File: src/l2_cache_pkg.sv
// Shared sizes, types and controller states for the two-core L2 cache
package l2_cache_pkg;
	localparam int num_cores = 2;
	localparam int l2_ways = 2;
	localparam int l2_sets = 16;
	localparam int beat_width = 32;
	localparam int beats_per_line = 4;
	localparam int counter_width = 16;
	localparam int set_bits = $clog2(l2_sets); // Low bits of a line address
	localparam int tag_bits = 8; // High bits of a line address

	typedef logic [$clog2(num_cores)-1:0] core_id_t;
	typedef logic [tag_bits+set_bits-1:0] line_addr_t;
	typedef logic [set_bits-1:0] l2_set_idx_t;
	typedef logic [tag_bits-1:0] l2_tag_t;
	typedef logic [$clog2(l2_ways)-1:0] l2_way_idx_t;
	typedef logic [beat_width-1:0] beat_t;
	typedef logic [beat_width*beats_per_line-1:0] cache_line_t; // Beat 0 in low bits
	typedef logic [counter_width-1:0] perf_count_t;

	// Line-sized request from a core
	typedef struct packed {
		logic is_store;
		line_addr_t addr;
		cache_line_t data; // Store data, ignored on loads
	} l2_req_t;

	// Response back to the requesting core
	typedef struct packed {
		core_id_t core;
		logic is_store;
		line_addr_t addr;
		cache_line_t data; // Load line or echoed store line
	} l2_rsp_t;

	typedef struct packed {
		logic is_write;
		line_addr_t addr;
	} mem_cmd_t;

	typedef enum logic [2:0] {
		idle,
		lookup, // Tag result available
		respond,
		wb_cmd, // Victim line read, start writeback
		wb_wait,
		fill_cmd,
		fill_wait,
		install
	} ctrl_state_t;
endpackage
File: src/l2_mem_port.sv
// Memory port of the L2 cache that moves lines as four beats over a valid/ready bus
`timescale 1ns/1ps

module l2_mem_port (
	input logic clk,
	input logic arst_n,
	input logic start,
	input logic is_write,
	input l2_cache_pkg::line_addr_t addr,
	input l2_cache_pkg::cache_line_t wline,
	output logic done,
	output l2_cache_pkg::cache_line_t rline,
	output logic mem_cmd_valid,
	output l2_cache_pkg::mem_cmd_t mem_cmd,
	input logic mem_cmd_ready,
	output logic mem_wdata_valid,
	output l2_cache_pkg::beat_t mem_wdata,
	input logic mem_wdata_ready,
	input logic mem_rdata_valid,
	input l2_cache_pkg::beat_t mem_rdata,
	output logic mem_rdata_ready
);
	logic [$clog2(l2_cache_pkg::beats_per_line)-1:0] beat_cnt;
	logic xfer; // Beat phase after the command is taken
	logic beat_fire;
	l2_cache_pkg::cache_line_t shift; // Outgoing or incoming line

	assign mem_wdata_valid = xfer && mem_cmd.is_write;
	assign mem_rdata_ready = xfer && !mem_cmd.is_write;
	assign mem_wdata = shift[l2_cache_pkg::beat_width-1:0]; // Beat 0 leaves first
	assign beat_fire = (mem_wdata_valid && mem_wdata_ready) ||
		(mem_rdata_valid && mem_rdata_ready);
	assign done = beat_fire && beat_cnt == $bits(beat_cnt)'(l2_cache_pkg::beats_per_line - 1);
	assign rline = shift; // Complete once done has pulsed

	always_ff @(posedge clk or negedge arst_n) begin
		if (!arst_n) begin
			mem_cmd_valid <= 1'b0;
			xfer <= 1'b0;
			beat_cnt <= '0;
		end else begin
			if (start)
				mem_cmd_valid <= 1'b1;
			if (mem_cmd_valid && mem_cmd_ready) begin
				mem_cmd_valid <= 1'b0;
				xfer <= 1'b1;
			end
			if (beat_fire)
				beat_cnt <= beat_cnt + 1'b1; // Wraps to zero after last beat
			if (done)
				xfer <= 1'b0;
		end
	end

	// Both directions shift right so beat 0 ends up in the low bits
	always_ff @(posedge clk) begin
		if (start) begin
			mem_cmd.is_write <= is_write;
			mem_cmd.addr <= addr;
			shift <= wline;
		end else if (beat_fire) begin
			shift <= {mem_rdata, shift[$bits(shift)-1:l2_cache_pkg::beat_width]};
		end
	end

	a_start_idle: assert property (@(posedge clk) disable iff (!arst_n)
		start |-> !mem_cmd_valid && !xfer);
endmodule

File: config.mk
export PLATFORM = sky130hd
export DESIGN_NAME = l2_mem_port
export DESIGN_NICKNAME = d
export VERILOG_FILES = /design/src/l2_cache_pkg.sv /design/src/l2_mem_port.sv
export SDC_FILE = /design/constraint.sdc
export NUM_CORES = 1
export LEC_CHECK = 0
export BUFFER_PORTS_ARGS = -buffer_cell sky130_fd_sc_hd__buf_2
export CORE_AREA = 2 2 140 142
export CTS_CLUSTER_DIAMETER = 80
export DETAILED_ROUTE_END_ITERATION = 7
export DIE_AREA = 0 0 142 144
export MAX_ROUTING_LAYER = met4
export PLACE_DENSITY = 0.64
export SLEW_MARGIN = 5
export SYNTH_ARGS = -nofsm -noshare
export SYNTH_HDL_FRONTEND = slang
export SYNTH_SLANG_ARGS = --single-unit
export TNS_END_PERCENT = 5
File: constraint.sdc
create_clock -name clk -period 4.25 [get_ports clk]
set_input_delay 0 -clock clk [delete_from_list [all_inputs] [get_ports clk]]
set_output_delay 0 -clock clk [all_outputs]
set_load 0.02 [all_outputs]
Yosys cells after proc, flatten, opt, wreduce, memory -nomap -nowiden
Cells that the tools add are included.
{"block": "totals", "ff_bits": 145, "latchBits": 0, "mem_bits_rw": 0, "rom_bits": 0, "inputBits": 179, "out_inout_bits": 177, "wordCells": 25, "n_memories": 0}
{"block": "classes", "add_sub_neg": 1, "mul": 0, "div": 0, "n_lt_le_gt_ge": 0, "n_eq_ne": 1, "n_shift": 0, "muxes": 6, "n_bitwise": 0, "reduce_logical": 11}
{"operator": "128-bit 2-to-1 mux", "n": 2}
{"operator": "1-bit logical AND", "n": 6}
{"operator": "2-bit nonzero test", "n": 3}
{"operator": "1-bit 2-to-1 mux", "n": 4}
{"operator": "2-bit by 1-bit adder with 2-bit output (second input constant)", "n": 1}
{"operator": "2-bit == test (second input constant)", "n": 1}
{"operator": "1-bit logical NOT", "n": 1}
{"operator": "1-bit logical OR", "n": 1}

Logic depth before layout (Yosys ltp)
Gate-level depths: netlist of run 1.
{"block": "depth", "ltp_word": 6, "ltp_mapped": 4, "ltp_nobuf": 3}

Worst setup path before layout of run 1
OpenSTA, ideal clock, no wires.
{"block": "synth_path", "kind": "register to register", "start": "register mem_cmd[12] in the netlist's numbering", "end": "register shift[0], in the netlist rline[0], enable pin", "setup_ns": 0.509, "arrival_ns": 3.788, "required_ns": 3.741, "setup_slack_ns": -0.048, "stages_incl_launch_ff": 4, "path_buffers": 0, "period_less_slack_ns": 4.298, "path_cell_list": "edfxtp_1 -> mux2_2 -> nand2_1 -> nand2b_1"}
{"block": "synth_between", "elab_chain_cells": 5, "word_cells_on_any_way": 7, "classes_between": "7 x reduce/logical"}
{"item": "from (decl)", "line": "l2_mem_port.sv:14", "rtl": "output l2_cache_pkg::mem_cmd_t mem_cmd,"}
{"item": "1-bit logical NOT", "line": "l2_mem_port.sv:29", "rtl": "assign mem_rdata_ready = xfer && !mem_cmd.is_write;"}
{"item": "1-bit logical AND", "line": "l2_mem_port.sv:29"}
{"item": "1-bit logical AND", "line": "l2_mem_port.sv:32", "rtl": "(mem_rdata_valid && mem_rdata_ready);"}
{"item": "1-bit logical OR *", "line": "l2_mem_port.sv:31", "rtl": "assign beat_fire = (mem_wdata_valid && mem_wdata_ready) ||"}
{"item": "2-bit nonzero test (no source line) *"}
{"item": "to (signal assigned)", "line": "l2_mem_port.sv:60", "rtl": "shift <= wline;"}
{"item": "to (signal assigned)", "line": "l2_mem_port.sv:62", "rtl": "shift <= {mem_rdata, shift[$bits(shift)-1:l2_cache_pkg::beat_width]};"}
{"item": "to (decl)", "line": "l2_mem_port.sv:26", "rtl": "l2_cache_pkg::cache_line_t shift;"}
Every way passes the cells marked *; elsewhere a longest branch is shown, timed or not.
A chain may end at the register's enable or synchronous reset.

Worst setup path in the final report of run 1
{"block": "layout_path", "start": "register mem_cmd[12] in the netlist's numbering", "end": "register shift[18], in the netlist rline[18], enable pin"}
The elaborated chain is that of the path after synthesis.

==> summary.md, run 1 <==
| Metric | Value |
|---|---|
| Net count reported at finish | just over 1,000 |
| Synth Instances | 332 |
| Worst slack at placement | between 1500 and 2000 ps |
| Reg2Reg Depth | 4 |
| Largest stage delay, worst path | about 630 ps |
| Sequential-to-total area share from yosys stat | 69.4% |
| Via count | approximately 4,800 |
| Sinks on Clock Net | about 150 |
| Starting utilization of the core area | between 30% and 40% |
| Power density over the cells | approximately 460 nW/um^2 |
| # IOs | roughly 360 |
| Power share of the clock group | approximately 31% |
| Period utilisation layout | 54.9% |
| Source of the worst hold timing path | mem_rdata_valid |
| Die width | ~140 um |
| Antenna cells | 0 |
| Worst hold path depth | 4 |
| TritonCTS clock tree | built |
| Register-to-register setup slack | between 1500 and 2000 ps |
| Hold Path End | xfer |
| Initial drt markers | approximately 160 |
| Post-Synthesis Mean Instance Area | ~19 um^2 |
| Critical path required time | 4320 ps |
| Worst hold path class | input port to register |
| Cell chain of the critical path | mux2_2, nand2_1, nand2b_4, buf_12 |
| Maximum level of the CTS H-tree | 4 |
| Measured slew at the worst slew-check pin | between 900 and 1000 ps |
| Total of max-cap violations | 0 |
| Crit Reg-Reg Startpoint | mem_cmd[12] |
| Cell family with the largest share of critical-path delay | simple AND/OR/NAND/NOR gates |
| Cell area after synthesis | approximately 6200 um^2 |
| Longest Clk Path Bufs | 2 |
| Clock-pin transition on the worst setup and hold timing paths | approximately 60 ps |
| Initial DRT Pass Iterations | 4 |
| Number of distinct library cell variants in the gate-level netlist after synthesis | 15 |
| Count of state elements after synthesis | 145 |
| Most frequent cell after synthesis | sky130_fd_sc_hd__edfxtp_1 |
| Antenna violations before repair | 0 |
| Slowest cell on the critical path | sky130_fd_sc_hd__nand2b_4 |
| Buffers inserted by post-CTS timing repair | 0 |
| Number of flops mapped to enable cells by yosys | approximately 140 |
| Detailed placer's ending HPWL | 11,800 um |
| Most used standard cells in the synthesized netlist | sky130_fd_sc_hd__edfxtp_1 (141), sky130_fd_sc_hd__mux2_2 (130), sky130_fd_sc_hd__buf_4 (33) |
| Routability-driven placement congestion ratio | approximately 0.8 |
| GRT Residual Overflow | 0 |
| Sequential group share of total power | between 40 and 50% |
| Unrepaired setup endpoints after global routing | false |
| ANT nets after route | 0 |
| Maximum achievable frequency | roughly 430 MHz |
| Minimum clock period after layout | 2330 ps |
| Type of the worst setup path | register to register |
| Status | complete, no violations |
| Leak Pwr | around 4.4 nW |
| Total routing resource utilization after global routing | ~17% |
| Capturing point of the worst reg2reg path | rline[18] |
| Worst Setup End Kind | register |
| Startpoint type of the worst setup path | register |
| Pin count of the biggest net entering global routing | 73 |
| Prevailing post-synth register cell | sky130_fd_sc_hd__edfxtp_1 |
| Number of nets produced by synthesis | around 510 |
| Leading cell types by total area after synthesis | sky130_fd_sc_hd__edfxtp_1 (68%), sky130_fd_sc_hd__mux2_2 (23%), sky130_fd_sc_hd__buf_4 (4.0%), sky130_fd_sc_hd__buf_6 (1.8%), sky130_fd_sc_hd__dfrtp_1 (1.6%) |
| Synthesis-to-finish area growth | 65.3% |
| Setup TNS | 0 ps |
| Number of vias per cell after detailed routing | roughly 4.4 |
| Via count of the first global-routing pass | just over 5,000 |
| Final Hold Violating Endpoints | 0 |
| Number of remaining DRC errors | 0 |
| Count of warnings emitted by yosys | 0 |
| Combinational group share of total power | between 20% and 30% |
| Final worst setup slack | 1920 ps |
| Leading area contributor after synthesis | sky130_fd_sc_hd__edfxtp_1 |
| Share of Yosys cell area claimed by the top area cell type | ~68% |
| Highest net fanout along the worst path | between 60 and 70 |
| Switching share of total power | 29.5% |
| Internal power | 3.32 mW |
| TritonCTS buffer count | 17 |
| WP buf/inv | 1 |
| Final Slew Violations | 0 |
| Slew headroom | between 30% and 40% |
| Arrival time at the worst endpoint | approximately 2400 ps |
| Row count | 51 |
| Core Region | 19,100 um^2 |
| IO Port Bufs | between 300 and 400 |
| Area of the die | approximately 20,000 um^2 |
| Final Setup Violations | 0 |
| Clock latency on the worst-skew pair | 410 ps |
| Die Y-Extent | approximately 140 um |
| Routed length per placed instance | between 15 and 20 um |
| Post-synthesis async set-or-reset flop share | about 2.8% |
| Area of all placed cells without fillers | a little over 10,000 um^2 |
| Cell at the root of the clock tree | sky130_fd_sc_hd__clkbuf_16 |
| Post-placement cell area | 7980 um^2 |
| Wire length of the first global-routing pass | 25,800 um |
| Maximum vdd ir drop | ~0.00025 V |
| Worst setup skew after layout | around 15 ps |
| Proportion of layout cells with a drive suffix above 1 | 60.5% |
| Total net switching power | roughly 1.4 mW |
| Routed wire length | between 15,000 and 20,000 um |
## state kept, by name, indices dropped and copies added (netlist names)
register / count
xfer: 1
rline: 128
mem_cmd_valid: 1
beat_cnt: 2
mem_cmd: 13
## how the worst max path moves through the flow
stage	start	cells after the start	slack [ps]	end
CTS	mem_cmd[12]	4	1940	rline[111]
finish	mem_cmd[12]	4	1920	rline[18]
global placement	mem_cmd[12]	4	2030	rline[109]
detailed placement	mem_cmd[12]	4	1960	rline[109]
global route	mem_cmd[12]	4	1810	rline[48]
floorplan	mem_cmd[12]	3	1380	rline[0]
## layer usage
metal  vias to the layer above  global-route usage (%)  wire length, um  part of all wire [%]
met5                         -                       -                0                     0
met4                         0                    6.42              385                   2.2
met3                        28                    3.64              854                   4.8
met2                       219                    31.2             9770                    55
met1                      2254                    17.9             6880                    38
li1                       2260                       -                -                     -
## cell type report
| type | instances | area (um^2) |
|---|---|---|
| fill | 1521 | 8760 |
| sequential | 145 | 4330 |
| timing repair buffer | 533 | 3570 |
| multi-input combinational | 141 | 1540 |
| clock buffer | 19 | 433 |
| tap | 238 | 298 |
| clock inverter | 12 | 143 |
## power by group through the flow
stage / Clock, mW / Sequential (mW) / Combinational [mW]
2_1_floorplan: 0 / 2.33 / 0.428
3_3_place_gp: 0 / 2.05 / 1.06
3_5_place_dp: 0 / 2.06 / 1.07
4_1_cts: 1.51 / 2.03 / 1.21
5_1_grt: 1.56 / 2.06 / 1.28
6_report: 1.47 / 2.03 / 1.21
## worst register-to-register path: cells and delay by family (launching register included)
family                 cells  cell delay (ps)
buffers and inverters      1              470
DFF                        1              440
muxes                      1              260
and+or+nand+nor            2              760
## what timing repair did
action / CTS / global route
hold endpoints to repair: 147 / 0
hold buffers: 176 / 0
gates resized for setup: 0 / 0
## per-stage QoR
stage	hold slack (ps)	total power [mW]	utilization [%]	std cells
global placement	-188	3.11	41.8	881
detailed placement	-184	3.13	41.8	881
floorplan	-296	2.76	-	332
CTS	41.3	4.75	54.1	1088
finish	77.0	4.71	54.1	1088
global route	81.0	4.91	54.1	1088
## cell families (layout without fill, tap and decap cells)
| kind of cell | after synthesis | count (layout) | synth area share, % |
|---|---|---|---|
| fa+ha+maj | 1 | 1 | 0.200 |
| flops | 145 | 145 | 69.4 |
| simple gates | 7 | 7 | 0.602 |
| mux | 130 | 130 | 23.5 |
| xor+xnor | 1 | 1 | 0.140 |
| compound gates | 2 | 2 | 0.160 |
| buf+inv | 46 | 564 | 6.01 |
## cell usage in the layout, fill, tap and decap left out, types with 2 or more instances in the layout
master and count:
sky130_fd_sc_hd__clkinv_1 3, sky130_fd_sc_hd__edfxtp_1 141, sky130_fd_sc_hd__buf_2 354, sky130_fd_sc_hd__nor2_1 2, sky130_fd_sc_hd__a21oi_1 2, sky130_fd_sc_hd__mux2_2 130, sky130_fd_sc_hd__clkbuf_16 17, sky130_fd_sc_hd__dfrtp_1 4
sky130_fd_sc_hd__clkbuf_1 2, sky130_fd_sc_hd__bufinv_16 3, sky130_fd_sc_hd__clkinvlp_4 3, sky130_fd_sc_hd__dlygate4sd3_1 176, sky130_fd_sc_hd__clkinv_2 2
Power figures use the tool's default switching activity.
==> run 2: changes to the inputs <==
--- a/config.mk
+++ b/config.mk
@@ -6,12 +6,12 @@
 export NUM_CORES = 1
 export LEC_CHECK = 0
 export BUFFER_PORTS_ARGS = -buffer_cell sky130_fd_sc_hd__buf_2
-export CORE_AREA = 2 2 140 142
+export CORE_AREA = 2 2 138 140
 export CTS_CLUSTER_DIAMETER = 80
 export DETAILED_ROUTE_END_ITERATION = 7
-export DIE_AREA = 0 0 142 144
+export DIE_AREA = 0 0 140 142
 export MAX_ROUTING_LAYER = met4
-export PLACE_DENSITY = 0.64
+export PLACE_DENSITY = 0.63
 export SLEW_MARGIN = 5
 export SYNTH_ARGS = -nofsm -noshare
 export SYNTH_HDL_FRONTEND = slang
==> constraint.sdc (replaced) <==
create_clock -name clk -period 2.4 [get_ports clk]
set_input_delay 0 -clock clk [delete_from_list [all_inputs] [get_ports clk]]
set_output_delay 0 -clock clk [all_outputs]
set_load 0.02 [all_outputs]
==> run 2 against run 1 <==
- the flow now finishes with violations (design-rule violations)
- flip-flop and latch count stayed put
- power grew 79%
- count of clock-buffer cells in the layout unchanged
- via count increased by 2.6%
- global-route usage up 0.61 points
- combinational power grew 79%
- final cell count barely moved
- clock skew is 8.7 ps lower
- worst hold slack worse by 0.62 ps
- utilization increased by 2.3 points
- critical endpoint is now rline[97]
- largest power group unchanged
==> summary.md, run 2 (synthesized netlist as in run 1, its figures left out) <==
| Metric | Value |
|---|---|
| Arrival time at the worst endpoint | approximately 2300 ps |
| WP buf/inv | 4 |
| Pin count of the biggest net entering global routing | 73 |
| GRT Residual Overflow | 0 |
| Hold Path End | xfer |
| Final Slew Violations | 0 |
| Number of flip-flops in the largest register | around 130 |
| Worst hold path depth | 4 |
| Slew headroom | 69.4% |
| Setup TNS | 0 ps |
| Met2 GRT Util | 31.6% |
| Routed length per placed instance | ~16 um |
| Clock latency on the worst-skew pair | ~410 ps |
| Area of all placed cells without fillers | 10,400 um^2 |
| Synthesis-to-finish area growth | 66.6% |
| Largest stage delay, worst path | roughly 560 ps |
| # IOs | 356 |
| Clock-pin transition on the worst setup and hold timing paths | 60 ps |
| ANT nets after route | 0 |
| Critical path required time | roughly 2600 ps |
| Sinks on Clock Net | ~150 |
| Leak Pwr | 4.48 nW |
| Via count of the first global-routing pass | approximately 5,200 |
| Number of remaining DRC errors | 50 |
| Source of the worst hold timing path | mem_rdata_valid |
| Maximum level of the CTS H-tree | 4 |
| Longest Clk Path Bufs | 2 |
| Worst Setup End Kind | register |
| GR met1 Demand/Resource | a little under a fifth |
| Row count | 50 |
| TritonCTS buffer count | 17 |
| Minimum clock period after layout | around 2200 ps |
| Maximum vdd ir drop | roughly 0.00046 V |
| Starting utilization of the core area | between 30% and 40% |
| Measured slew at the worst slew-check pin | around 460 ps |
| Most frequent standard cell in the layout excluding fill and tap cells | sky130_fd_sc_hd__buf_2 |
| Final Setup Violations | 0 |
| Total routing resource utilization after global routing | roughly 18% |
| Total of max-cap violations | 0 |
| Period utilisation layout | around 90% |
| Antenna violations before repair | 0 |
| TritonCTS clock tree | built |
| Register-to-register setup slack | slightly below 600 ps |
| Maximum achievable frequency | between 400 and 500 MHz |
| GR met3 Demand/Resource | under 10% |
| Unrepaired setup endpoints after global routing | false |
| Status | finished with violations |
| Die width | roughly 140 um |
| Startpoint type of the worst setup path | input port |
| Post-placement cell area | around 8000 um^2 |
| Area of the die | a little under 20,000 um^2 |
| Most used cell along the critical path | sky130_fd_sc_hd__dlygate4sd3_1 |
| Cell chain of the critical path | dlygate4sd3_1, buf_6, buf_4, mux2_2, dlygate4sd3_1 |
| Net count reported at finish | slightly above 1,000 |
| Proportion of layout cells with a drive suffix above 1 | a little over 60% |
| Number of vias per cell after detailed routing | around 4.5 |
| Die Y-Extent | about 140 um |
| Detailed placer's ending HPWL | about 12,000 um |
| Routability-driven placement congestion ratio | 0.826 |
| Initial drt markers | between 200 and 250 |
| Initial DRT Pass Iterations | 8 |
| Busiest layer in global routing | met2 |
| Post-cts resize count | 0 |
| Cell at the root of the clock tree | sky130_fd_sc_hd__clkbuf_16 |
| Via count | about 5,000 |
| IO Port Bufs | between 300 and 400 |
| Fin Hold WS | 76.3 ps |
| Core Region | ~18,000 um^2 |
| Wire length of the first global-routing pass | roughly 26,000 um |
| Type of the worst setup path | input port to register |
| Reg2Reg Depth | 4 |
| Final Hold Violating Endpoints | 0 |
| Worst hold path class | input port to register |
| Power density over the cells | 813 nW/um^2 |
| Routed wire length | between 15,000 and 20,000 um |
| Highest net fanout along the worst path | 38 |
| Crit Reg-Reg Startpoint | mem_cmd[12] |
| Slowest cell on the critical path | sky130_fd_sc_hd__dlygate4sd3_1 |
| Cell family with the largest share of critical-path delay | buffers and inverters |
| Worst setup skew after layout | slightly below 7 ps |
| Violated checks | design-rule violations |
| Highest-count cells in the layout ignoring fill and taps | sky130_fd_sc_hd__buf_2 (354), sky130_fd_sc_hd__dlygate4sd3_1 (178), sky130_fd_sc_hd__edfxtp_1 (141) |
| Capturing point of the worst reg2reg path | rline[4] |
run 2: cell types whose count changed in the layout (fill, tap and decap cells not counted):
cell / change
sky130_fd_sc_hd__clkinv_1: -3
sky130_fd_sc_hd__buf_12: +2
sky130_fd_sc_hd__clkinv_4: +2
sky130_fd_sc_hd__clkinvlp_4: -2
sky130_fd_sc_hd__dlygate4sd3_1: +2
sky130_fd_sc_hd__bufinv_16: +1
sky130_fd_sc_hd__diode_2: +1
run 2: worst max-delay path by stage:
| stage | startpoint | slack, ps | endpoint | depth (start not counted) |
|---|---|---|---|---|
| final | start | 220 | rline[97] | 5 |
| after global routing | start | 140 | rline[99] | 5 |
| after CTS | start | 270 | rline[97] | 5 |
| after detailed placement | mem_cmd[12] | 580 | rline[70] | 4 |
| after global placement | mem_cmd[12] | 650 | rline[70] | 4 |
| after floorplan | mem_cmd[12] | 190 | rline[0] | 3 |
run 2: area by class of cell:
type                    instances  area (um^2)
fillers                      1428         8060
flip-flops and latches        145         4330
diodes                          1         2.50
multi-input cells             141         1540
clock inverters                10          164
well taps                     234          293
repair buffers                537         3630
clock buffers                  19          433
run 2: timing repair:
action | in CTS | in global routing
buffers inserted | 0 | 0
endpoints found under the hold margin | 154 | 0
hold buffers | 178 | 0
run 2: where the power goes:
part / total, mW / internal (mW) / switching [mW]
Combinational: 2.16 / 0.920 / 1.24
Sequential: 3.59 / 3.36 / 0.227
Clock: 2.70 / 1.72 / 0.983
run 2: tightest hold or removal path, delay by kind of cell:
family | cells | cell delay, ps
buffers and inverters | 1 | 80
muxes | 1 | 150
and+or+nand+nor | 2 | 230
run 2: stage by stage:
step                      util [%]  std cells  power, mW  setup slack, ps
final                         56.3       1087       8.45              221
after CTS                     56.3       1086       8.51              273
after detailed placement      43.4        879       5.54              583
after floorplan                  -        332       4.88              186
after global placement        43.4        879       5.50              650
after global routing          56.3       1086       8.79              135
run 2: layer usage:
| metal | share of wire (%) | vias to the layer above |
|---|---|---|
| met4 | 2.9 | 0 |
| met3 | 6.2 | 37 |
| met1 | 38 | 2349 |
| li1 | - | 2271 |
| met5 | 0 | - |
| met2 | 53 | 227 |
