**src/l2_cache_pkg.sv**
```systemverilog
// Shared sizes, types and controller states for the two-core L2 cache
package l2_cache_pkg;
	localparam int num_cores = 2;
	localparam int l2_ways = 2;
	localparam int l2_sets = 16;
	localparam int beat_width = 32;
	localparam int beats_per_line = 4;
	localparam int counter_width = 16;
	localparam int set_bits = $clog2(l2_sets); // Low bits of a line address
	localparam int tag_bits = 8; // High bits of a line address

	typedef logic [$clog2(num_cores)-1:0] core_id_t;
	typedef logic [tag_bits+set_bits-1:0] line_addr_t;
	typedef logic [set_bits-1:0] l2_set_idx_t;
	typedef logic [tag_bits-1:0] l2_tag_t;
	typedef logic [$clog2(l2_ways)-1:0] l2_way_idx_t;
	typedef logic [beat_width-1:0] beat_t;
	typedef logic [beat_width*beats_per_line-1:0] cache_line_t; // Beat 0 in low bits
	typedef logic [counter_width-1:0] perf_count_t;

	// Line-sized request from a core
	typedef struct packed {
		logic is_store;
		line_addr_t addr;
		cache_line_t data; // Store data, ignored on loads
	} l2_req_t;

	// Response back to the requesting core
	typedef struct packed {
		core_id_t core;
		logic is_store;
		line_addr_t addr;
		cache_line_t data; // Load line or echoed store line
	} l2_rsp_t;

	typedef struct packed {
		logic is_write;
		line_addr_t addr;
	} mem_cmd_t;

	typedef enum logic [2:0] {
		idle,
		lookup, // Tag result available
		respond,
		wb_cmd, // Victim line read, start writeback
		wb_wait,
		fill_cmd,
		fill_wait,
		install
	} ctrl_state_t;
endpackage
```
**src/l2_cache_ctrl.sv**
```systemverilog
// L2 cache controller FSM handling lookup, writeback, fill, install and response
`timescale 1ns/1ps

module l2_cache_ctrl (
	input logic clk,
	input logic arst_n,
	input logic grant_valid,
	input l2_cache_pkg::l2_req_t grant,
	input l2_cache_pkg::core_id_t grant_core,
	output logic grant_take,
	output logic lookup_en,
	output l2_cache_pkg::line_addr_t lookup_addr,
	input logic hit,
	input l2_cache_pkg::l2_way_idx_t hit_way,
	input l2_cache_pkg::l2_way_idx_t victim_way,
	input logic victim_dirty,
	input l2_cache_pkg::l2_tag_t victim_tag,
	output logic install_en,
	output l2_cache_pkg::l2_way_idx_t install_way,
	output logic install_dirty,
	output logic touch_en,
	output l2_cache_pkg::l2_way_idx_t touch_way,
	output logic mark_dirty_en,
	output logic data_rd_en,
	output logic data_wr_en,
	output l2_cache_pkg::l2_set_idx_t data_set,
	output l2_cache_pkg::l2_way_idx_t data_way,
	output l2_cache_pkg::cache_line_t data_wdata,
	input l2_cache_pkg::cache_line_t data_rdata,
	output logic mp_start,
	output logic mp_is_write,
	output l2_cache_pkg::line_addr_t mp_addr,
	output l2_cache_pkg::cache_line_t mp_wline,
	input logic mp_done,
	input l2_cache_pkg::cache_line_t mp_rline,
	output logic ev_hit,
	output logic ev_miss,
	output logic ev_wb,
	output logic rsp_valid,
	output l2_cache_pkg::l2_rsp_t rsp,
	input logic rsp_ready
);
	l2_cache_pkg::ctrl_state_t state;
	l2_cache_pkg::l2_req_t req_q; // Request in flight
	l2_cache_pkg::core_id_t core_q;
	logic miss_q; // Load data comes from the fill line

	assign grant_take = state == l2_cache_pkg::idle;
	assign lookup_en = grant_valid && grant_take; // Acceptance also starts the lookup
	assign lookup_addr = grant.addr;
	assign data_set = req_q.addr[l2_cache_pkg::set_bits-1:0];
	assign data_wdata = req_q.is_store ? req_q.data : mp_rline; // Store replaces whole line
	assign install_way = victim_way; // Tag store is untouched until install
	assign install_dirty = req_q.is_store;
	assign mp_is_write = state == l2_cache_pkg::wb_cmd;
	assign mp_addr = mp_is_write ? {victim_tag, data_set} : req_q.addr;
	assign mp_wline = data_rdata; // Victim read issued during lookup

	always_comb begin
		data_rd_en = 1'b0;
		data_wr_en = 1'b0;
		data_way = hit_way;
		touch_en = 1'b0;
		touch_way = hit_way;
		mark_dirty_en = 1'b0;
		install_en = 1'b0;
		mp_start = 1'b0;
		ev_hit = 1'b0;
		ev_miss = 1'b0;
		ev_wb = 1'b0;
		case (state)
			l2_cache_pkg::lookup: begin
				ev_hit = hit;
				ev_miss = !hit;
				if (hit) begin
					data_rd_en = !req_q.is_store;
					data_wr_en = req_q.is_store;
					mark_dirty_en = req_q.is_store;
					touch_en = 1'b1;
				end else if (victim_dirty) begin
					data_rd_en = 1'b1; // Fetch victim for writeback
					data_way = victim_way;
				end
			end
			l2_cache_pkg::wb_cmd,
			l2_cache_pkg::fill_cmd: mp_start = 1'b1;
			l2_cache_pkg::wb_wait: ev_wb = mp_done;
			l2_cache_pkg::install: begin
				data_wr_en = 1'b1;
				data_way = victim_way;
				install_en = 1'b1;
				touch_en = 1'b1;
				touch_way = victim_way; // New line is most recent
			end
			default: ;
		endcase
	end

	always_ff @(posedge clk or negedge arst_n) begin
		if (!arst_n) begin
			state <= l2_cache_pkg::idle;
			rsp_valid <= 1'b0;
		end else begin
			case (state)
				l2_cache_pkg::idle: if (grant_valid) state <= l2_cache_pkg::lookup;
				l2_cache_pkg::lookup:
					if (hit)
						state <= l2_cache_pkg::respond;
					else if (victim_dirty)
						state <= l2_cache_pkg::wb_cmd;
					else
						state <= l2_cache_pkg::fill_cmd;
				l2_cache_pkg::wb_cmd: state <= l2_cache_pkg::wb_wait;
				l2_cache_pkg::wb_wait: if (mp_done) state <= l2_cache_pkg::fill_cmd;
				l2_cache_pkg::fill_cmd: state <= l2_cache_pkg::fill_wait;
				l2_cache_pkg::fill_wait: if (mp_done) state <= l2_cache_pkg::install;
				l2_cache_pkg::install: state <= l2_cache_pkg::respond;
				l2_cache_pkg::respond:
					if (!rsp_valid) begin
						rsp_valid <= 1'b1; // Response registered first
					end else if (rsp_ready) begin
						rsp_valid <= 1'b0;
						state <= l2_cache_pkg::idle;
					end
				default: state <= l2_cache_pkg::idle;
			endcase
		end
	end

	always_ff @(posedge clk) begin
		if (lookup_en) begin
			req_q <= grant;
			core_q <= grant_core;
		end
		if (state == l2_cache_pkg::lookup)
			miss_q <= !hit;
		if (state == l2_cache_pkg::respond && !rsp_valid) begin
			rsp.core <= core_q;
			rsp.is_store <= req_q.is_store;
			rsp.addr <= req_q.addr;
			if (req_q.is_store)
				rsp.data <= req_q.data; // Echo of the stored line
			else
				rsp.data <= miss_q ? mp_rline : data_rdata;
		end
	end

	// Core side sees a frozen response while it stalls
	a_rsp_stable: assert property (@(posedge clk) disable iff (!arst_n)
		rsp_valid && !rsp_ready |=> rsp_valid && $stable(rsp));
endmodule

```
**config.mk**
```make
export PLATFORM = sky130hd
export DESIGN_NAME = l2_cache_ctrl
export DESIGN_NICKNAME = d
export VERILOG_FILES = /design/src/l2_cache_pkg.sv /design/src/l2_cache_ctrl.sv
export SDC_FILE = /design/constraint.sdc
export NUM_CORES = 1
export LEC_CHECK = 0
export ABC_AREA = 1
export BUFFER_PORTS_ARGS = -buffer_cell sky130_fd_sc_hd__buf_2
export CAP_MARGIN = 20
export CORE_AREA = 2 2 334 336
export DETAILED_ROUTE_END_ITERATION = 16
export DIE_AREA = 0 0 336 338
export GPL_TIMING_DRIVEN = 0
export PLACE_DENSITY = 0.33
export SYNTH_ARGS = -nofsm -noshare
export SYNTH_HDL_FRONTEND = slang
export SYNTH_SLANG_ARGS = --single-unit
export TNS_END_PERCENT = 30
```
**constraint.sdc**
```tcl
create_clock -name clk -period 21.6 [get_ports clk]
set_input_delay 4.32 -clock clk [delete_from_list [all_inputs] [get_ports clk]]
set_output_delay 4.32 -clock clk [all_outputs]
set_load 0.01 [all_outputs]
```
After elaboration in Yosys (flattened, before gate mapping)
Cells that the tools add are included.
Widths: inputs -> output; s select.
{"block": "totals", "register_bits": 289, "input_bits": 415, "out_inout_bits": 443, "elab_cells": 62}
{"block": "op_classes", "n_eq_ne": 12, "mux": 31, "reduce_logical": 8}
{"operator": "$mux 128", "count": 3}
{"operator": "$pmux 3 s8", "count": 1}
{"operator": "$mux 3", "count": 7}
{"operator": "$mux 1", "count": 16}
{"operator": "$eq 3x3->1 const B", "count": 4}
{"operator": "$mux 12", "count": 1}
{"operator": "$ne 2x2->1 const B", "count": 5}
{"operator": "$eq 3x2->1 const B", "count": 2}
{"operator": "$pmux 1 s2", "count": 3}
{"operator": "$reduce_and 5->1", "count": 1}
{"operator": "$eq 3x1->1 const B", "count": 1}
{"operator": "$logic_not 1->1", "count": 3}
{"operator": "$logic_not 3->1", "count": 1}
{"operator": "$logic_and 1x1->1", "count": 2}
{"operator": "$reduce_or 2->1", "count": 1}

Logic depth before layout (Yosys ltp)
Gate-level depths: netlist of run 1.
{"block": "logic_depth", "ltp_word": 3, "ltp_mapped": 7, "ltp_nobuf": 6}

Worst setup path before layout of run 1
OpenSTA, ideal clock, no wires.
{"block": "synth_timing", "path_type": "input to output", "from": "input grant_valid", "to": "output lookup_en", "t_arrival_ns": 14.081, "required_ns": 17.280, "path_slack_ns": 3.199, "path_stages": 2, "n_path_buf": 0, "cell_sequence": "inv_1 nor3_1"}
{"block": "synth_between", "elab_chain_cells": 1}
{"element": "from (decl)", "line": "l2_cache_ctrl.sv:7", "rtl": "input logic grant_valid,"}
{"element": "$logic_and 1x1->1", "line": "l2_cache_ctrl.sv:49", "rtl": "assign lookup_en = grant_valid && grant_take;"}
{"element": "to (decl)", "line": "l2_cache_ctrl.sv:11", "rtl": "output logic lookup_en,"}
Every way passes these cells.

Final worst setup path of run 1
Same ends and word-level chain as after synthesis.

==> impl_metrics.csv, run 1 <==
group,metric,value,unit
placed_design,half_perimeter_wire_length_after_placement,62000,µm
clocking,htree_levels,2,
layout,layout_cell_share_with_drive_strength_beyond_1,48.5,%
sta,max_slew_margin,34.4,%
routing,route.vias.total,13200,
logic_synthesis,synth_top_cell_by_area,"sky130_fd_sc_hd__edfxtp_1",
clocking,clock_sinks,289,
logic_synthesis,synth_cell_types,20,
floorplanning,die_height,338,µm
logic_synthesis,synthDominantCellAreaShare,61.6,%
worst_setup_path,required,17.28,ns
worst_setup_path,cp_cell_sequence,"buf_2 -> inv_1 -> nor3_2 -> buf_6 -> buf_6 -> buf_2",
routing,firstDrtPassIters,5,
clocking,clkLatencyLatePin,0.57,ns
clocking,cts_hold_repair.buffers,0,
layout,n_fill_cell,12400,
sta,unrepaired_setup_endpoints_after_global_routing,"no",
logic_synthesis,ys.warnings.count,0,
layout,fin_nets,2701,
logic_synthesis,synthesis.instances,1364,
routing,vias_per_cell,3.47,
logic_synthesis,yosysSeqAreaShare,62.3,%
power_and_ir_drop,final_total_power,2.00,mW
layout,layout.core_utilization,19.6,%
worst_setup_path,critPathMaxStageDelay,0.44,ns
floorplanning,core_area,0.110,mm²
logic_synthesis,post_synthesis_compound_gate_area_fraction,14.1,%
placed_design,port-buffer-count,857,
clocking,post_cts.resized_instances,0,
floorplanning,initial_core_util,12.6,%
worst_setup_path,critPathTopFamily,"buffers and inverters",
clocking,clkSlewWorstSetupHoldPaths,0.06,ns
power_and_ir_drop,powerDensity,92.6,mW/mm²
sta,fin_skew,0.00877,ns
layout,flow.area_growth_from_synthesis,55.6,%
floorplanning,design.die.area,0.114,mm²
clocking,cts_made_buffers,39,
sta,setup_viol,0,
worst_setup_path,worst-path-max-fanout,9,
logic_synthesis,syn-cell-area,0.0139,mm²
routing,wire_per_inst,20.0,µm
power_and_ir_drop,total_leakage_power,9.76,nW
run_status,result_of_the_run,"complete, no violations",
floorplanning,boundaryPins,858,
sta,report.final.hold_viol_count,0,
global_routing,number_of_global_route_vias_before_repair,13300,
worst_setup_path,setup.worst_path.class,"input port to output port",
job,maxCapViolCount,0,
sta,tns,0,ns
global_routing,gr-total-overflow,0,
worst_setup_path,critPathCaptureType,"output port",
layout,mostFrequentLayoutCells,"sky130_fd_sc_hd__buf_2 (879), sky130_fd_sc_hd__o21ai_0 (300), sky130_fd_sc_hd__nand2_1 (299)",
routing,drt_drc,0,
layout,final_design_area_no_fill,0.0216,mm²
routing,route.antenna.remaining_nets,0,
min_path,worst_hold_path_type,"register to register",
sta,timing_worst_slew_pin_value,0.985,ns
global_routing,first_pass_grt_wire_length,101000,µm
layout,multi_input_area,0.00320,mm²
sta,maxClockFrequency,102,MHz
logic_synthesis,largest_cells_by_area_after_synthesis,"sky130_fd_sc_hd__edfxtp_1 (62%), sky130_fd_sc_hd__o21ai_0 (11%), sky130_fd_sc_hd__nand2_1 (8.1%)",
logic_synthesis,average_instance_area_after_synthesis,10.2,µm²
global_routing,largest_net_degree_at_the_start_of_global_routing,27,
logic_synthesis,synth-seq-cells,289,
placed_design,post_detailed_placement_cell_area,0.0204,mm²
logic_synthesis,synth.area.mux_share,0,%
routing,totalWireLength,76200,µm
logic_synthesis,combinational_family_with_the_most_area_after_synthesis,"buffers and inverters",
worst_setup_path,worst_path_max_delay_cell,"sky130_fd_sc_hd__nor3_2",
worst_setup_path,combined_buffer_and_inverter_count_along_the_critical_path,5,
logic_synthesis,yosys.area_share.adder,0,%
global_routing,grt_util_all_layers,12.7,%
sta,post-route-period-util,45.3,%
global_routing,grt_antenna_before_repair,18,
sta,finalWorstPathRequiredPeriod,9.79,ns
routing,drt_first_iter_violations,666,
floorplanning,core.rowCount,122,
clocking,cts_max_path_buffers,3,
clocking,post_cts.repair.setup_buffers,0,
worst_setup_path,cp_data_arrival_time,5.47,ns
clocking,clockRootBuffer,"sky130_fd_sc_hd__clkbuf_16",
placed_design,weighted_congestion_reported_at_the_end_of_routability_driven_placement,0.846,
clocking,cts_tree,"yes",
layout,leading_cell_type_in_the_layout_fill_and_taps_excluded,"sky130_fd_sc_hd__buf_2",
sta,whs,0.420,ns
logic_synthesis,synthSimpleGateAreaFrac,8.80,%
floorplanning,die_width,336,µm
power_and_ir_drop,max-vdd-ir-drop,0.0000416,V
sta,final-max-slew-violation-count,0,
layout,seq_area,0.00866,mm²
logic_synthesis,synth_nets,1779,
worst_setup_path,worstSetupStartpointType,"input port",
logic_synthesis,synth-xor-area-share,0,%
==> final cells by class <==
class	count	area share, %
sequential	289	40.0
timing repair buffer	881	21.3
multi-input combinational	712	14.8
tap	1488	8.61
buffer	222	7.06
clock buffer	55	4.99
inverter	141	2.45
clock inverter	15	0.567
antenna	13	0.150
==> worst paths after layout <==
path	from	endpoint	slack, ns	depth (start not counted)
max in group asynchronous	arst_n	rsp_valid	17.91	1
worst min register to register	core_q	rsp[141]	0.42	0
worst max register to register	state[1]	req_q[80]	18.59	12
worst max-delay path	grant_valid	lookup_en	11.81	6
worst min-delay path	core_q	rsp[141]	0.42	0
min in group asynchronous	arst_n	state[2]	3.56	1
==> cells in the mapped netlist <==
cell type                    n
sky130_fd_sc_hd__a21oi_1     1
sky130_fd_sc_hd__clkbuf_2    1
sky130_fd_sc_hd__nor3_1      2
sky130_fd_sc_hd__o21ai_0   300
sky130_fd_sc_hd__edfxtp_1  285
sky130_fd_sc_hd__inv_1     140
sky130_fd_sc_hd__o211ai_1    2
sky130_fd_sc_hd__buf_4     149
sky130_fd_sc_hd__nand4_1     1
sky130_fd_sc_hd__nand2_1   299
sky130_fd_sc_hd__nand3b_1    1
sky130_fd_sc_hd__nor2_1     12
sky130_fd_sc_hd__buf_2      22
sky130_fd_sc_hd__dfrtp_1     4
sky130_fd_sc_hd__clkbuf_1   36
sky130_fd_sc_hd__buf_6      14
sky130_fd_sc_hd__o21ai_1    88
sky130_fd_sc_hd__nand3_1     5
sky130_fd_sc_hd__nor2_2      1
sky130_fd_sc_hd__inv_2       1
==> per-stage QoR <==
| stage | cells | setup slack (ns) |
|---|---|---|
| final | 3816 | 11.81 |
| after global routing | 3807 | 11.73 |
| after CTS | 3802 | 11.79 |
| after detailed placement | 3732 | 11.78 |
| after global placement | 3709 | -6.88 |
| after floorplan | 1364 | 3.20 |
==> flip-flops by register name (all words and copies together), names as in the netlist <==
register       cells
core_q             1
data_set           4
install_dirty      1
miss_q             1
req_q            136
rsp              142
rsp_valid          1
state              3
==> per-layer routing <==
metal / up-vias / GRT usage [%] / wire length [µm]
met1: 6310 / 15.3 / 31200
met3: 78 / 3.32 / 5290
met4: 6 / 3.54 / 1480
met5: - / 0 / 50
met2: 495 / 22.3 / 38200
li1: 6350 / - / -
==> where the power goes <==
| group | internal [mW] | leakage (nW) | switching (mW) |
|---|---|---|---|
| sequential | 0.735 | 2.64 | 0.0253 |
| combinational | 0.209 | 6.52 | 0.399 |
| clock | 0.371 | 0.589 | 0.262 |
==> logic make-up (layout without fill, tap and decap cells) <==
logic type,Yosys count,after routing
compound gates,391,391
buf+inv,363,1314
simple gates,321,321
flops,289,289
other cells,0,13
Power figures use the tool's default switching activity.
==> inputs of run 2 (changes only) <==
clock period = 9.1 ns   (was 21.6 ns; I/O delays follow)
==> run 2 against run 1 <==
Die area stayed put. Count of clock-buffer cells in the layout is 2 lower. Flip-flop and latch count stayed put. Cell count is 0.39% lower. Clock skew hardly changed. Critical path type is now register to output port.
==> impl_metrics.csv, run 2 (synthesis results as in run 1) <==
group,metric,value,unit
routing,met2WireLength,38800,µm
worst_setup_path,cpMostUsedCell,"sky130_fd_sc_hd__buf_2",
layout,top_register,"rsp",
floorplanning,die_width,336,µm
power_and_ir_drop,powerDensity,219,mW/mm²
global_routing,first_pass_grt_wire_length,102000,µm
clocking,cts_max_path_buffers,3,
clocking,cts_made_buffers,39,
clocking,cts_hold_repair.buffers,0,
worst_setup_path,worst-r2r-cell-count,4,
clocking,post_cts.resized_instances,0,
power_and_ir_drop,final_total_power,4.73,mW
power_and_ir_drop,max-vdd-ir-drop,0.0000944,V
worst_setup_path,critPathMaxStageDelay,0.67,ns
worst_setup_path,regToRegStartpoint,"install_dirty",
floorplanning,design.die.area,0.114,mm²
sta,timing_worst_slew_pin_value,1.02,ns
routing,detailroute.wirelength.met3,4770,µm
global_routing,grt_antenna_before_repair,11,
sta,setup_viol,0,
power_and_ir_drop,total_leakage_power,9.72,nW
placed_design,weighted_congestion_reported_at_the_end_of_routability_driven_placement,0.889,
worst_setup_path,worst_path_max_delay_cell,"sky130_fd_sc_hd__buf_2",
global_routing,gr-total-overflow,0,
sta,timing.final.ws_setup,4.17,ns
layout,flow.area_growth_from_synthesis,55.5,%
clocking,clkLatencyLatePin,0.57,ns
min_path,worst_hold_path_type,"register to register",
routing,wire_per_inst,20.5,µm
clocking,post_cts.repair.setup_buffers,0,
floorplanning,boundaryPins,858,
clocking,clkSlewWorstSetupHoldPaths,0.06,ns
worst_setup_path,setup.worst_path.class,"register to output port",
routing,top_layer_used,"met5",
global_routing,grt_util_all_layers,12.9,%
worst_setup_path,critical_path.startpoint,"install_dirty",
clocking,clockRootBuffer,"sky130_fd_sc_hd__clkbuf_16",
clocking,htree_levels,2,
layout,fin_nets,2693,
layout,mostFrequentLayoutCells,"sky130_fd_sc_hd__buf_2 (879), sky130_fd_sc_hd__o21ai_0 (300), sky130_fd_sc_hd__nand2_1 (299)",
sta,max_slew_margin,31.7,%
placed_design,port-buffer-count,857,
layout,multi_input_area,0.00320,mm²
run_status,result_of_the_run,"complete, no violations",
floorplanning,initial_core_util,12.6,%
routing,route.antenna.remaining_nets,0,
sta,maxClockFrequency,203,MHz
placed_design,place_ws,4.19,ns
layout,seq_area,0.00866,mm²
floorplanning,core.rowCount,122,
worst_setup_path,worstSetupStartpointType,"register",
worst_setup_path,crit_end,"data_wdata[119]",
routing,drt_drc,0,
worst_setup_path,cp_cell_sequence,"buf_2 -> buf_2 -> clkbuf_1 -> o21ai_0 -> buf_2",
worst_setup_path,required,7.28,ns
sta,post-route-period-util,54.2,%
worst_setup_path,combined_buffer_and_inverter_count_along_the_critical_path,4,
layout,n_fill_cell,12400,
routing,route.vias.total,13200,
sta,fin_skew,0.00884,ns
routing,vias_per_cell,3.48,
clocking,cts_tree,"yes",
global_routing,number_of_global_route_vias_before_repair,12900,
layout,layout_cell_share_with_drive_strength_beyond_1,48.1,%
layout,layout.cells.non_filler,3801,
worst_setup_path,worst-path-max-fanout,10,
sta,finalWorstPathRequiredPeriod,4.93,ns
clocking,clock_sinks,289,
worst_setup_path,critPathCaptureType,"output port",
worst_setup_path,critPathTopFamily,"buffers and inverters",
floorplanning,die_height,338,µm
routing,drt_first_iter_violations,768,
routing,wirelength_met1,32100,µm
sta,final-max-slew-violation-count,0,
worst_setup_path,regToRegEndpoint,"rsp[15]",
sta,report.final.hold_viol_count,0,
worst_setup_path,critical_path_cell_count,5,
placed_design,place_inst,3725,
sta,unrepaired_setup_endpoints_after_global_routing,"no",
worst_setup_path,cp_data_arrival_time,3.11,ns
routing,firstDrtPassIters,5,
routing,totalWireLength,77900,µm
layout,leading_cell_type_in_the_layout_fill_and_taps_excluded,"sky130_fd_sc_hd__buf_2",
floorplanning,core_area,0.110,mm²
worst_setup_path,setup.reg_to_reg.worst_slack,6.05,ns
global_routing,largest_net_degree_at_the_start_of_global_routing,27,
job,maxCapViolCount,0,
layout,largest_register_ffs,142,
sta,tns,0,ns
placed_design,half_perimeter_wire_length_after_placement,63200,µm
[run 2: changes by cell type in the layout (fill, tap and decap cells not counted), moves of 2 or more]
cell / delta
sky130_fd_sc_hd__bufinv_16: -2
sky130_fd_sc_hd__clkinv_2: -4
sky130_fd_sc_hd__diode_2: -5
sky130_fd_sc_hd__buf_6: -15
sky130_fd_sc_hd__clkinv_1: +5
sky130_fd_sc_hd__buf_16: +9
sky130_fd_sc_hd__clkbuf_1: -2
[run 2: worst min path at each step]
stage | from | to | slack, ns | cells after the start
after CTS | req_q[139] | rsp[139] | 0.45 | 0
after global placement | req_q[139] | rsp[139] | 0.44 | 0
after global routing | req_q[133] | rsp[133] | 0.46 | 0
after detailed placement | req_q[139] | rsp[139] | 0.44 | 0
final | req_q[133] | rsp[133] | 0.45 | 0
after floorplan | core_q | rsp[141] | 0.40 | 0
[run 2: per-stage QoR]
step / instance area [µm²] / utilization (%) / hold slack (ns)
after detailed placement: 20400 / 18.6 / 0.436
after global placement: 20100 / 18.2 / 0.436
final: 21600 / 19.6 / 0.449
after global routing: 21600 / 19.6 / 0.463
after CTS: 21600 / 19.6 / 0.448
after floorplan: 13900 / - / 0.400
[run 2: worst reg2reg max path, delay by kind of cell, from the launching register on]
family,cells,cell delay (ns)
compound gates,1,0.51
buf+inv,3,1.81
flops,1,0.36
[run 2: cell type report]
type                       instances  area share, %
antenna                            8         0.0927
tap                             1488           8.62
multi-input combinational        712           14.8
timing repair buffer             873           21.6
sequential                       289           40.1
inverter                         141           2.45
buffer                           222           7.07
clock inverter                    15          0.319
clock buffer                      53           4.96
[run 2: routing by layer]
| layer | global-route usage (%) | up-vias |
|---|---|---|
| met5 | 0 | - |
| met4 | 4.22 | 6 |
| met3 | 2.96 | 103 |
| met2 | 22.3 | 491 |
| met1 | 15.9 | 6323 |
| li1 | - | 6317 |
[run 2: power breakdown]
group          total (mW)  leakage (nW)  internal (mW)  switching (mW)
Clock                1.44         0.551          0.819           0.625
Sequential           1.81          2.64           1.75          0.0662
Combinational        1.47          6.52          0.514           0.958
